<file path="config.mk">
export PLATFORM = sky130hd
export DESIGN_NAME = fpu
export DESIGN_NICKNAME = d
export VERILOG_FILES = /design/src/fpuPkg.sv /design/src/fpu.sv /design/src/fpuRoundPack.sv /design/src/fpuAddNorm.sv /design/src/fpuUnpackAlign.sv
export SDC_FILE = /design/constraint.sdc
export NUM_CORES = 1
export LEC_CHECK = 0
export ABC_AREA = 1
export ABC_CLOCK_PERIOD_IN_PS = 4530
export BUFFER_PORTS_ARGS = -buffer_cell sky130_fd_sc_hd__buf_2
export CORE_MARGIN = 8
export CORE_UTILIZATION = 55
export DETAILED_ROUTE_END_ITERATION = 16
export HOLD_SLACK_MARGIN = 0.08
export PLACE_DENSITY_LB_ADDON = 0.2
export SLEW_MARGIN = 20
export SYNTH_ARGS = -nofsm -noshare
export SYNTH_HDL_FRONTEND = slang
export SYNTH_SLANG_ARGS = --single-unit
</file>
<file path="constraint.sdc">
create_clock -name clk -period 4.53 [get_ports clk]
set_input_delay 0.453 -clock clk [delete_from_list [all_inputs] [get_ports clk]]
set_output_delay 0.453 -clock clk [all_outputs]
set_load 0.02 [all_outputs]
</file>
<file path="src/fpuPkg.sv">
`default_nettype none

package fpuPkg;

  // binary16 layout
  localparam int ExpWidth = 5;
  localparam int SigWidth = 10;
  localparam int BitWidth = 1 + ExpWidth + SigWidth;
  localparam int ExpBias = (1 << (ExpWidth - 1)) - 1;

  // working significand is the hidden bit, the fraction and guard, round, sticky
  localparam int WorkWidth = SigWidth + 4;

  typedef logic [BitWidth-1:0] fpWord_t;

  // two spare bits let normalization run past either end of the exponent range
  typedef logic [ExpWidth+1:0] fpExp_t;

  typedef logic [WorkWidth-1:0] fpSig_t;

  // ordered Z, C, N, V from bit 3 down
  typedef logic [3:0] condCodes_t;

  localparam fpWord_t QuietNan = 16'h7E00;

  typedef enum logic {
    FPU_ADD,
    FPU_SUB
  } fpuOp_t;

  typedef enum logic [1:0] {
    SPEC_NONE,
    SPEC_INF,
    SPEC_NAN
  } specialClass_t;

  typedef struct packed {
    fpWord_t a;
    fpWord_t b;
    fpuOp_t  op;
  } fpuReq_t;

  typedef struct packed {
    logic          sign;
    logic          effSub;
    fpExp_t        exp;
    fpSig_t        bigSig;
    fpSig_t        smallSig;
    logic          flushed;
    specialClass_t special;
    logic          specSign;
  } alignStage_t;

  typedef struct packed {
    logic          sign;
    fpExp_t        exp;
    fpSig_t        sig;
    logic          zero;
    logic          flushed;
    specialClass_t special;
  } normStage_t;

  typedef struct packed {
    fpWord_t    result;
    condCodes_t flags;
  } fpuResp_t;

endpackage : fpuPkg

`default_nettype wire
</file>
<file path="src/fpu.sv">
`timescale 1ns/1ps
`default_nettype none

module fpu import fpuPkg::*; (
  input  logic     clk,
  input  logic     arstN,
  input  logic     reqValid,
  output logic     reqReady,
  input  fpuReq_t  req,
  output logic     respValid,
  input  logic     respReady,
  output fpuResp_t resp
);

  logic        alignValid;
  logic        alignReady;
  alignStage_t align;
  logic        normValid;
  logic        normReady;
  normStage_t  norm;

  // three registered stages, ready ripples back through each one
  fpuUnpackAlign unpackAlign (
    .clk      (clk),
    .arstN    (arstN),
    .inValid  (reqValid),
    .inReady  (reqReady),
    .req      (req),
    .outValid (alignValid),
    .outReady (alignReady),
    .align    (align)
  );

  fpuAddNorm addNorm (
    .clk      (clk),
    .arstN    (arstN),
    .inValid  (alignValid),
    .inReady  (alignReady),
    .align    (align),
    .outValid (normValid),
    .outReady (normReady),
    .norm     (norm)
  );

  fpuRoundPack roundPack (
    .clk      (clk),
    .arstN    (arstN),
    .inValid  (normValid),
    .inReady  (normReady),
    .norm     (norm),
    .outValid (respValid),
    .outReady (respReady),
    .resp     (resp)
  );

endmodule : fpu

`default_nettype wire

</file>
<file path="src/fpuRoundPack.sv">
`timescale 1ns/1ps
`default_nettype none

module fpuRoundPack import fpuPkg::*; (
  input  logic       clk,
  input  logic       arstN,
  input  logic       inValid,
  output logic       inReady,
  input  normStage_t norm,
  output logic       outValid,
  input  logic       outReady,
  output fpuResp_t   resp
);

  localparam logic [ExpWidth-1:0] ExpOnes = '1;
  localparam fpExp_t ExpMax = fpExp_t'(2 * ExpBias + 1);

  logic                guardBit;
  logic                roundBit;
  logic                stickyBit;
  logic                roundUp;
  logic                inexact;
  logic [SigWidth+1:0] rounded;
  logic [SigWidth:0]   mant;
  fpExp_t              expRounded;
  logic                zFlag;
  logic                cFlag;
  logic                vFlag;
  fpWord_t             resultNext;

  assign guardBit = norm.sig[2];
  assign roundBit = norm.sig[1];
  assign stickyBit = norm.sig[0];

  // ties go to the even significand
  assign roundUp = guardBit && (roundBit || stickyBit || norm.sig[3]);
  assign inexact = guardBit || roundBit || stickyBit || norm.flushed;
  assign rounded = {1'b0, norm.sig[WorkWidth-1:3]} + (SigWidth + 2)'(roundUp);
  assign mant = rounded[SigWidth+1] ? rounded[SigWidth+1:1] : rounded[SigWidth:0];
  assign expRounded = norm.exp + fpExp_t'(rounded[SigWidth+1]);

  always_comb begin
    zFlag = 1'b0;
    cFlag = 1'b0;
    vFlag = 1'b0;
    resultNext = {norm.sign, expRounded[ExpWidth-1:0], mant[SigWidth-1:0]};
    case (norm.special)
      SPEC_NAN: resultNext = QuietNan;
      SPEC_INF: resultNext = {norm.sign, ExpOnes, {SigWidth{1'b0}}};
      default: begin
        if (norm.zero) begin
          resultNext = {norm.sign, {(BitWidth-1){1'b0}}};
          zFlag = 1'b1;
          cFlag = norm.flushed;
        end else if ($signed(expRounded) >= $signed(ExpMax)) begin
          resultNext = {norm.sign, ExpOnes, {SigWidth{1'b0}}};
          vFlag = 1'b1;
          cFlag = inexact;
        end else if ($signed(expRounded) <= 0) begin
          // too small for a normal number, flushed to zero
          resultNext = {norm.sign, {(BitWidth-1){1'b0}}};
          zFlag = 1'b1;
          cFlag = 1'b1;
        end else begin
          cFlag = inexact;
        end
      end
    endcase
  end

  assign inReady = !outValid || outReady;

  always_ff @(posedge clk or negedge arstN) begin
    if (!arstN) begin
      outValid <= 1'b0;
    end else if (inReady) begin
      outValid <= inValid;
    end
  end

  always_ff @(posedge clk) begin
    if (inValid && inReady) begin
      resp.result <= resultNext;
      resp.flags <= {zFlag, cFlag, resultNext[BitWidth-1], vFlag};
    end
  end

  noValidInReset: assert property (@(posedge clk) !arstN |-> !outValid);

endmodule : fpuRoundPack

`default_nettype wire

</file>
<file path="src/fpuAddNorm.sv">
`timescale 1ns/1ps
`default_nettype none

module fpuAddNorm import fpuPkg::*; (
  input  logic        clk,
  input  logic        arstN,
  input  logic        inValid,
  output logic        inReady,
  input  alignStage_t align,
  output logic        outValid,
  input  logic        outReady,
  output normStage_t  norm
);

  logic [WorkWidth:0] sum;
  logic [3:0]         lzc;
  normStage_t         normNext;

  // position of the highest set bit, counted from the hidden bit downwards
  function automatic logic [3:0] leadingZeros(input fpSig_t v);
    logic [3:0] n;
    n = 4'(WorkWidth);
    for (int i = 0; i < WorkWidth; i++) begin
      if (v[i]) begin
        n = 4'(WorkWidth - 1 - i);
      end
    end
    return n;
  endfunction

  // stage 1 put the larger magnitude first, so the difference never goes negative
  assign sum = align.effSub ? ({1'b0, align.bigSig} - {1'b0, align.smallSig})
                            : ({1'b0, align.bigSig} + {1'b0, align.smallSig});

  assign lzc = leadingZeros(sum[WorkWidth-1:0]);

  always_comb begin
    normNext.special = align.special;
    normNext.flushed = align.flushed;
    normNext.zero = 1'b0;
    normNext.sign = align.sign;
    normNext.exp = align.exp;
    normNext.sig = sum[WorkWidth-1:0];
    if (align.special != SPEC_NONE) begin
      normNext.sign = align.specSign;
      normNext.sig = align.bigSig;
    end else if (sum == '0) begin
      // exact cancellation gives +0, only -0 plus -0 keeps the sign
      normNext.zero = 1'b1;
      normNext.sign = align.effSub ? 1'b0 : align.sign;
      normNext.exp = '0;
    end else if (sum[WorkWidth]) begin
      // carry out, so shift right once and keep the lost bit in sticky
      normNext.exp = align.exp + fpExp_t'(1);
      normNext.sig = {sum[WorkWidth:2], sum[1] | sum[0]};
    end else begin
      normNext.exp = align.exp - fpExp_t'(lzc);
      normNext.sig = sum[WorkWidth-1:0] << lzc;
    end
  end

  assign inReady = !outValid || outReady;

  always_ff @(posedge clk or negedge arstN) begin
    if (!arstN) begin
      outValid <= 1'b0;
    end else if (inReady) begin
      outValid <= inValid;
    end
  end

  always_ff @(posedge clk) begin
    if (inValid && inReady) begin
      norm <= normNext;
    end
  end

  // relies on the magnitude ordering done in the stage before
  hiddenBitSet: assert property (@(posedge clk) disable iff (!arstN)
    outValid && !norm.zero && (norm.special == SPEC_NONE) |-> norm.sig[WorkWidth-1]);

endmodule : fpuAddNorm

`default_nettype wire

</file>
<file path="src/fpuUnpackAlign.sv">
`timescale 1ns/1ps
`default_nettype none

module fpuUnpackAlign import fpuPkg::*; (
  input  logic        clk,
  input  logic        arstN,
  input  logic        inValid,
  output logic        inReady,
  input  fpuReq_t     req,
  output logic        outValid,
  input  logic        outReady,
  output alignStage_t align
);

  localparam logic [ExpWidth-1:0] ExpOnes = '1;

  logic                  sA;
  logic                  sB;
  logic [ExpWidth-1:0]   eA;
  logic [ExpWidth-1:0]   eB;
  logic [SigWidth-1:0]   fA;
  logic [SigWidth-1:0]   fB;
  logic                  infA;
  logic                  infB;
  fpSig_t                sigA;
  fpSig_t                sigB;
  logic                  swap;
  logic [ExpWidth-1:0]   eBig;
  logic [ExpWidth-1:0]   eSmall;
  logic [ExpWidth-1:0]   expDiff;
  logic [3:0]            shiftAmt;
  fpSig_t                sigSmall;
  logic [2*WorkWidth-1:0] shifted;
  alignStage_t           alignNext;

  assign sA = req.a[BitWidth-1];
  // subtraction is addition with b's sign flipped
  assign sB = req.b[BitWidth-1] ^ (req.op == FPU_SUB);
  assign eA = req.a[BitWidth-2 -: ExpWidth];
  assign eB = req.b[BitWidth-2 -: ExpWidth];
  assign fA = req.a[SigWidth-1:0];
  assign fB = req.b[SigWidth-1:0];
  assign infA = (eA == ExpOnes);
  assign infB = (eB == ExpOnes);

  // a zero exponent means zero, so subnormals lose their fraction here
  assign sigA = (eA == '0) ? '0 : {1'b1, fA, 3'b000};
  assign sigB = (eB == '0) ? '0 : {1'b1, fB, 3'b000};

  assign swap = {eB, sigB} > {eA, sigA};
  assign eBig = swap ? eB : eA;
  assign eSmall = swap ? eA : eB;
  assign sigSmall = swap ? sigA : sigB;
  assign expDiff = eBig - eSmall;

  // past 15 places every bit of the smaller significand lands in sticky anyway
  assign shiftAmt = (expDiff > 5'd15) ? 4'd15 : expDiff[3:0];
  assign shifted = {sigSmall, {WorkWidth{1'b0}}} >> shiftAmt;

  always_comb begin
    alignNext.sign = swap ? sB : sA;
    alignNext.effSub = sA ^ sB;
    alignNext.exp = {2'b00, eBig};
    alignNext.bigSig = swap ? sigB : sigA;
    alignNext.smallSig = {shifted[2*WorkWidth-1:WorkWidth+1],
                          shifted[WorkWidth] | (|shifted[WorkWidth-1:0])};
    alignNext.flushed = ((eA == '0) && (fA != '0)) || ((eB == '0) && (fB != '0));
    alignNext.specSign = infA ? sA : sB;
    if (infA && infB && (sA != sB)) begin
      alignNext.special = SPEC_NAN;
    end else if (infA || infB) begin
      alignNext.special = SPEC_INF;
    end else begin
      alignNext.special = SPEC_NONE;
    end
  end

  assign inReady = !outValid || outReady;

  always_ff @(posedge clk or negedge arstN) begin
    if (!arstN) begin
      outValid <= 1'b0;
    end else if (inReady) begin
      outValid <= inValid;
    end
  end

  always_ff @(posedge clk) begin
    if (inValid && inReady) begin
      align <= alignNext;
    end
  end

  // a stalled item must not change under the downstream stage
  holdWhileStalled: assert property (@(posedge clk) disable iff (!arstN)
    outValid && !outReady |=> $stable(align));

endmodule : fpuUnpackAlign

`default_nettype wire

</file>
# Yosys cells after proc, flatten, opt, wreduce, memory -nomap -nowiden
# Index checks and enable logic that the tools add are counted.
# W data, S select, Z words.
word_totals:
  regBits: 88
  output_inout_bits: 22
classes:
  muxes: 46
  n_addsub: 7
  bitwise_logic: 4
  shift: 2
  order_cmp: 4
  reduce_logical: 31
  n_eq_ne: 5
op_table:
  columns: ["operator", "n"]
  rows:
  - ["$mux W14", 6]
  - ["$mux W15", 4]
  - ["$mux W4", 14]
  - ["$pmux W16 S2", 1]
  - ["$shr A28 B4 Y28", 1]
  - ["$mux W21", 1]
  - ["$mux W5", 4]
  - ["$reduce_bool A10 Y1", 2]
  - ["$gt A19 B19 Y1", 1]
  - ["$add A14 B14 Y15", 1]
  - ["$logic_not A15 Y1", 1]
  - ["$sub A14 B14 Y15", 1]
  - ["$mux W1", 14]
  - ["$reduce_or A14 Y1", 1]
  - ["$shl A14 B4 Y14", 1]
  - ["$add A11 B1 Y12", 1]
  - ["$eq A5 B5 Y1 const B", 2]
  - ["$logic_not A5 Y1", 2]
  - ["$logic_or A1 B1 Y1", 10]
  - ["$mux W10", 1]
  - ["$logic_and A1 B1 Y1", 8]
  - ["$add A7 B1 Y7", 1]
  - ["$ge A7 B6 Y1 const B", 1]
  - ["$le A7 B1 Y1 const B", 1]
  - ["other kinds (14)", 19]

# Longest topological paths before layout
logic_depth:
  word_depth: 20
  depth_mapped: 39
  depth_no_buf: 36

# Hierarchy
# A second synthesis with hierarchy kept.
hier_totals:
  hier_cells: 1056
  hier_area_um2: 7726.2
by_module_without_submodules:
  columns: ["mod", "instances", "area_each_um2", "seq_area_each_um2", "cells_each"]
  rows:
  - ["fpuAddNorm", 1, 3333.2, 805.8, 483]
  - ["fpuUnpackAlign", 1, 2941.6, 1106.1, 403]
  - ["fpuRoundPack", 1, 1451.4, 595.6, 170]

# Least setup slack after synthesis
# OpenSTA, ideal clock, no wires.
synth_path:
  kind: "reg2reg"
  from: "reg unpackAlign.align[4] (netlist name)"
  to: "reg addNorm.norm[21] (netlist name)"
  path_buffers: 1
  slack_ps: -77
  setup_time_ps: 261
  arrival_ps: 4347
  path_stages_with_launch: 34
  required_time_ps: 4269
  cell_sequence: "edfxtp_1 inv_1 ha_1 nand2_2 nor2_1 nand4_1 or3_1 nand2_1 xor2_1 inv_1 ha_1 nand2_1 nor2_1 nand2_1 nand4_2 nand3_1 nand2_1 xor2_1 inv_2 nand2_2 inv_2 nand2_1 nor2_4 inv_2 buf_6 ha_1 nand2_1 nor2_1 a211oi_1 nand2_1 nand3b_1 o21ai_0 nand2_1 o21ai_0"

# Worst setup path in the final report
layout_path:
  from: "reg unpackAlign.align[6] (netlist name)"
  to: "reg addNorm.norm[23] (netlist name)"
layout_between:
  elab_chain_cells: 16
layout_lines:
  columns: ["item", "line_no", "source"]
  rows:
  - ["$add A14 B14 Y15 / $sub A14 B14 Y15 (equally long branches)", "fpuAddNorm.sv:33, fpuAddNorm.sv:32", null]
  - ["$mux W15 *", "fpuAddNorm.sv:32", "assign sum = align.effSub ? ({1'b0, align.bigSig} - {1'b0, align.smallSig})"]
  - ["$mux W4 (12 in a row)", "fpuAddNorm.sv:24", "if (v[i]) begin"]
  - ["$sub A5 B4 Y6", "fpuAddNorm.sv:57", "normNext.exp = align.exp - fpExp_t'(lzc);"]
  - ["$mux W21", "fpuAddNorm.sv:52", "end else if (sum[WorkWidth]) begin"]
# Mark *: on every way between the ends. The rest lies on a longest branch, timed or not.
# A chain may end at the register's enable or synchronous reset.

==> results.sh <==
export IMPL_place_gp_congestion=0.935
export IMPL_syn_cell_area_sq_um=7190
export IMPL_rr_worst_depth=29
export IMPL_cp_max_fo=4
export IMPL_synthToLayoutAreaGrowth_pct=15.7
export IMPL_preCtsSetupSlack_ps=-37.0
export IMPL_p_per_area_nw_per_um2=569
export IMPL_switchingPower_uw=2220
export IMPL_yosys_warnings=0
export IMPL_drt_iter0_markers=643
export IMPL_viasPerCell=5.43
export IMPL_drive_gt1_share_pct=18.2
export IMPL_ir_worst_vdd_uv=250
export IMPL_ant_nets=0
export IMPL_postSynthCellCount=989
export IMPL_cap_violations=0
export IMPL_totalWireLength_microns=17700
export IMPL_grt_usage_pct=20.5
export IMPL_grt_max_degree=27
export IMPL_slew_headroom_pct=34.3
export IMPL_cts_buffers=9
export IMPL_layout_commonest_cell="nand2_1"
export IMPL_grt_pass1_vias=6026
export IMPL_diodes=0
export IMPL_htree_levels=3
export IMPL_p_seq_share_pct=25.3
export IMPL_drc=0
export IMPL_fillCellCount=1143
export IMPL_cts_tree="built"
export IMPL_synth_top_area_share_pct=33.8
export IMPL_rows=41
export IMPL_async_reset_ff_share_pct=3.57
export IMPL_combPwrFrac_pct=58.4
export IMPL_min_path_type="primary input to flop"
export IMPL_port_buffers=58
export IMPL_dpl_hpwl_microns=13800
export IMPL_clock_root_buffer="clkbuf_16"
export IMPL_boundaryPins=59
export IMPL_gr_total_overflow=0
export IMPL_tightestPinTransition_ps=985
export IMPL_slowest_stage="edfxtp_1"
export IMPL_clk_pin_slew_worst_paths_ps=70
export IMPL_cts_sinks=84
export IMPL_antenna_found_initial=0
export IMPL_wire_per_inst_microns=14.2
export IMPL_ys_flop_type="edfxtp_1"
export IMPL_netSwitchingFraction_pct=46.8
export IMPL_ys_seq_elements=84
export IMPL_insertion_delay_ps=340
export IMPL_nets=1142
export IMPL_p_leak_uw=0.00403
export IMPL_path_common_cell="nand2_2"
export IMPL_fmax_ghz=0.226
export IMPL_yosysTopAreaCell="edfxtp_1"
export IMPL_cp_start_kind="flop"
export IMPL_fin_crit_ps=4420
export IMPL_clkPwrFrac_pct=16.3
export IMPL_dieArea_sq_um=17000
export IMPL_clock_skew_ps=7.48
export IMPL_die_w_microns=130
export IMPL_coreArea_sq_um=12700
export IMPL_p_int_uw=2520
export IMPL_synth_edff_count=81
export IMPL_setup_viol=0
export IMPL_cpPeakStageDelay_ps=500
export IMPL_cp_arrival_ps=4600
export IMPL_layout_setup_ws_ps=114
export IMPL_first_pass_iters=6
export IMPL_cp_required_ps=4710
export IMPL_holdPathStages=3
export IMPL_initial_utilization_pct=56.5
export IMPL_yosysSeqAreaShare_pct=34.9
export IMPL_vias=6734
export IMPL_crit_type="flop to flop"
export IMPL_whs_ps=321
export IMPL_multi_input_area_sq_um=4190
export IMPL_syn_nets=1068
export IMPL_finalHoldViolCount=0
export IMPL_cp_end_kind="flop"
export IMPL_finalMaxSlewViolations=0
export IMPL_grt_pass1_wl_microns=28000
export IMPL_tns_ps=0
export IMPL_clockBufferDepth=2
export IMPL_final_cell_mix="nand2_1, inv_1, nand3_1"
export IMPL_fp_dieH_microns=130
export IMPL_synthTopCellsByArea="edfxtp_1, nand2_1, nand3_1"
export IMPL_finalCritPeriodShare_pct=97.5
export IMPL_synth_cell_types=51
export IMPL_seq_area_sq_um=2510
export IMPL_synth_area_per_cell_sq_um=7.27
export IMPL_fin_util_pct=65.4
export IMPL_status="finished clean"
metal layers:
| layer | vias to the layer above | routed length (microns) | global-route usage [%] |
|---|---|---|---|
| met4 | 0 | 554 | 7.70 |
| met5 | - | 0 | 0 |
| met3 | 34 | 923 | 2.45 |
| met1 | 3035 | 7770 | 26.6 |
| met2 | 229 | 8420 | 34.2 |
| li1 | 3436 | - | - |
Yosys cell counts, types with 5 or more instances:
| master | count |
|---|---|
| inv_2 | 12 |
| xor2_1 | 23 |
| buf_2 | 7 |
| nor4_1 | 5 |
| a21oi_1 | 35 |
| nand2_2 | 10 |
| edfxtp_1 | 81 |
| nand2_1 | 276 |
| inv_1 | 131 |
| buf_4 | 6 |
| clkbuf_1 | 7 |
| o21ai_1 | 7 |
| nand3_1 | 109 |
| nand4_1 | 20 |
| ha_1 | 41 |
| o22ai_1 | 14 |
| nor2_1 | 70 |
| buf_6 | 7 |
| o21ai_0 | 42 |
| nor3_1 | 13 |
| xnor2_1 | 7 |
critical path: cells and delay by family (launching register included):
| kind | cells | cell delay, ps |
|---|---|---|
| simple gates | 18 | 2090 |
| fa+ha+maj | 2 | 520 |
| flops | 1 | 500 |
| buf+inv | 5 | 500 |
| xor+xnor | 2 | 330 |
| compound gates | 2 | 320 |
power groups by stage:
stage	Sequential, uW	Combinational, uW	Clock, uW
after floorplan	1240	1930	0
after global placement	1200	2500	0
after detailed placement	1210	2510	0
after CTS	1190	2520	779
after global routing	1220	3080	804
final	1200	2770	770
flip-flops by register name (all words and copies together), names as in the netlist:
register / count
unpackAlign.align: 36
addNorm.norm: 26
roundPack.resp: 19
addNorm.outValid: 1
roundPack.outValid: 1
unpackAlign.outValid: 1
repair_timing:
item / in CTS / in global routing
endpoints found under the setup margin: 1 / 20
hold buffers: 1 / 0
buffers inserted: 0 / 10
hold endpoints to repair: 3 / 0
gates resized for setup: 1 / 48
pin swaps: 0 / 19
worst paths after layout:
check,slack [ps],endpoint,from
min in group asynchronous,450,roundPack.outValid,arstN
worst max-delay path,110,addNorm.norm[23],unpackAlign.align[6]
worst min register to register,430,addNorm.norm[2],unpackAlign.align[3]
worst max register to register,110,addNorm.norm[23],unpackAlign.align[6]
worst min-delay path,320,unpackAlign.outValid,reqValid
max in group asynchronous,3970,unpackAlign.outValid,arstN
cell type report:
type / instances / share of cell area (%)
Multi-Input combinational cell: 731 / 50.3
Sequential cell: 84 / 30.1
Inverter: 147 / 6.69
Timing Repair Buffer: 90 / 6.45
Clock buffer: 9 / 2.71
Tap cell: 172 / 2.59
Clock inverter: 7 / 1.08
per-stage QoR:
stage	instances	total power (uW)	instance area, sq um
after floorplan	989	3170	7200
after global placement	1213	3700	7680
after detailed placement	1213	3720	7680
after CTS	1230	4490	8010
after global routing	1240	5100	8320
final	1240	4740	8320
cell families after synthesis:
group,after synthesis,share of synthesized area (%)
AND/OR/NAND/NOR,536,33.5
AO/OA/AOI/OAI,119,9.46
buffers and inverters,174,10.3
adder cells (fa/ha/maj),42,7.41
flip-flops,84,34.9
XOR/XNOR,33,4.33
multiplexers,1,0.139
Power figures use the tool's default switching activity.
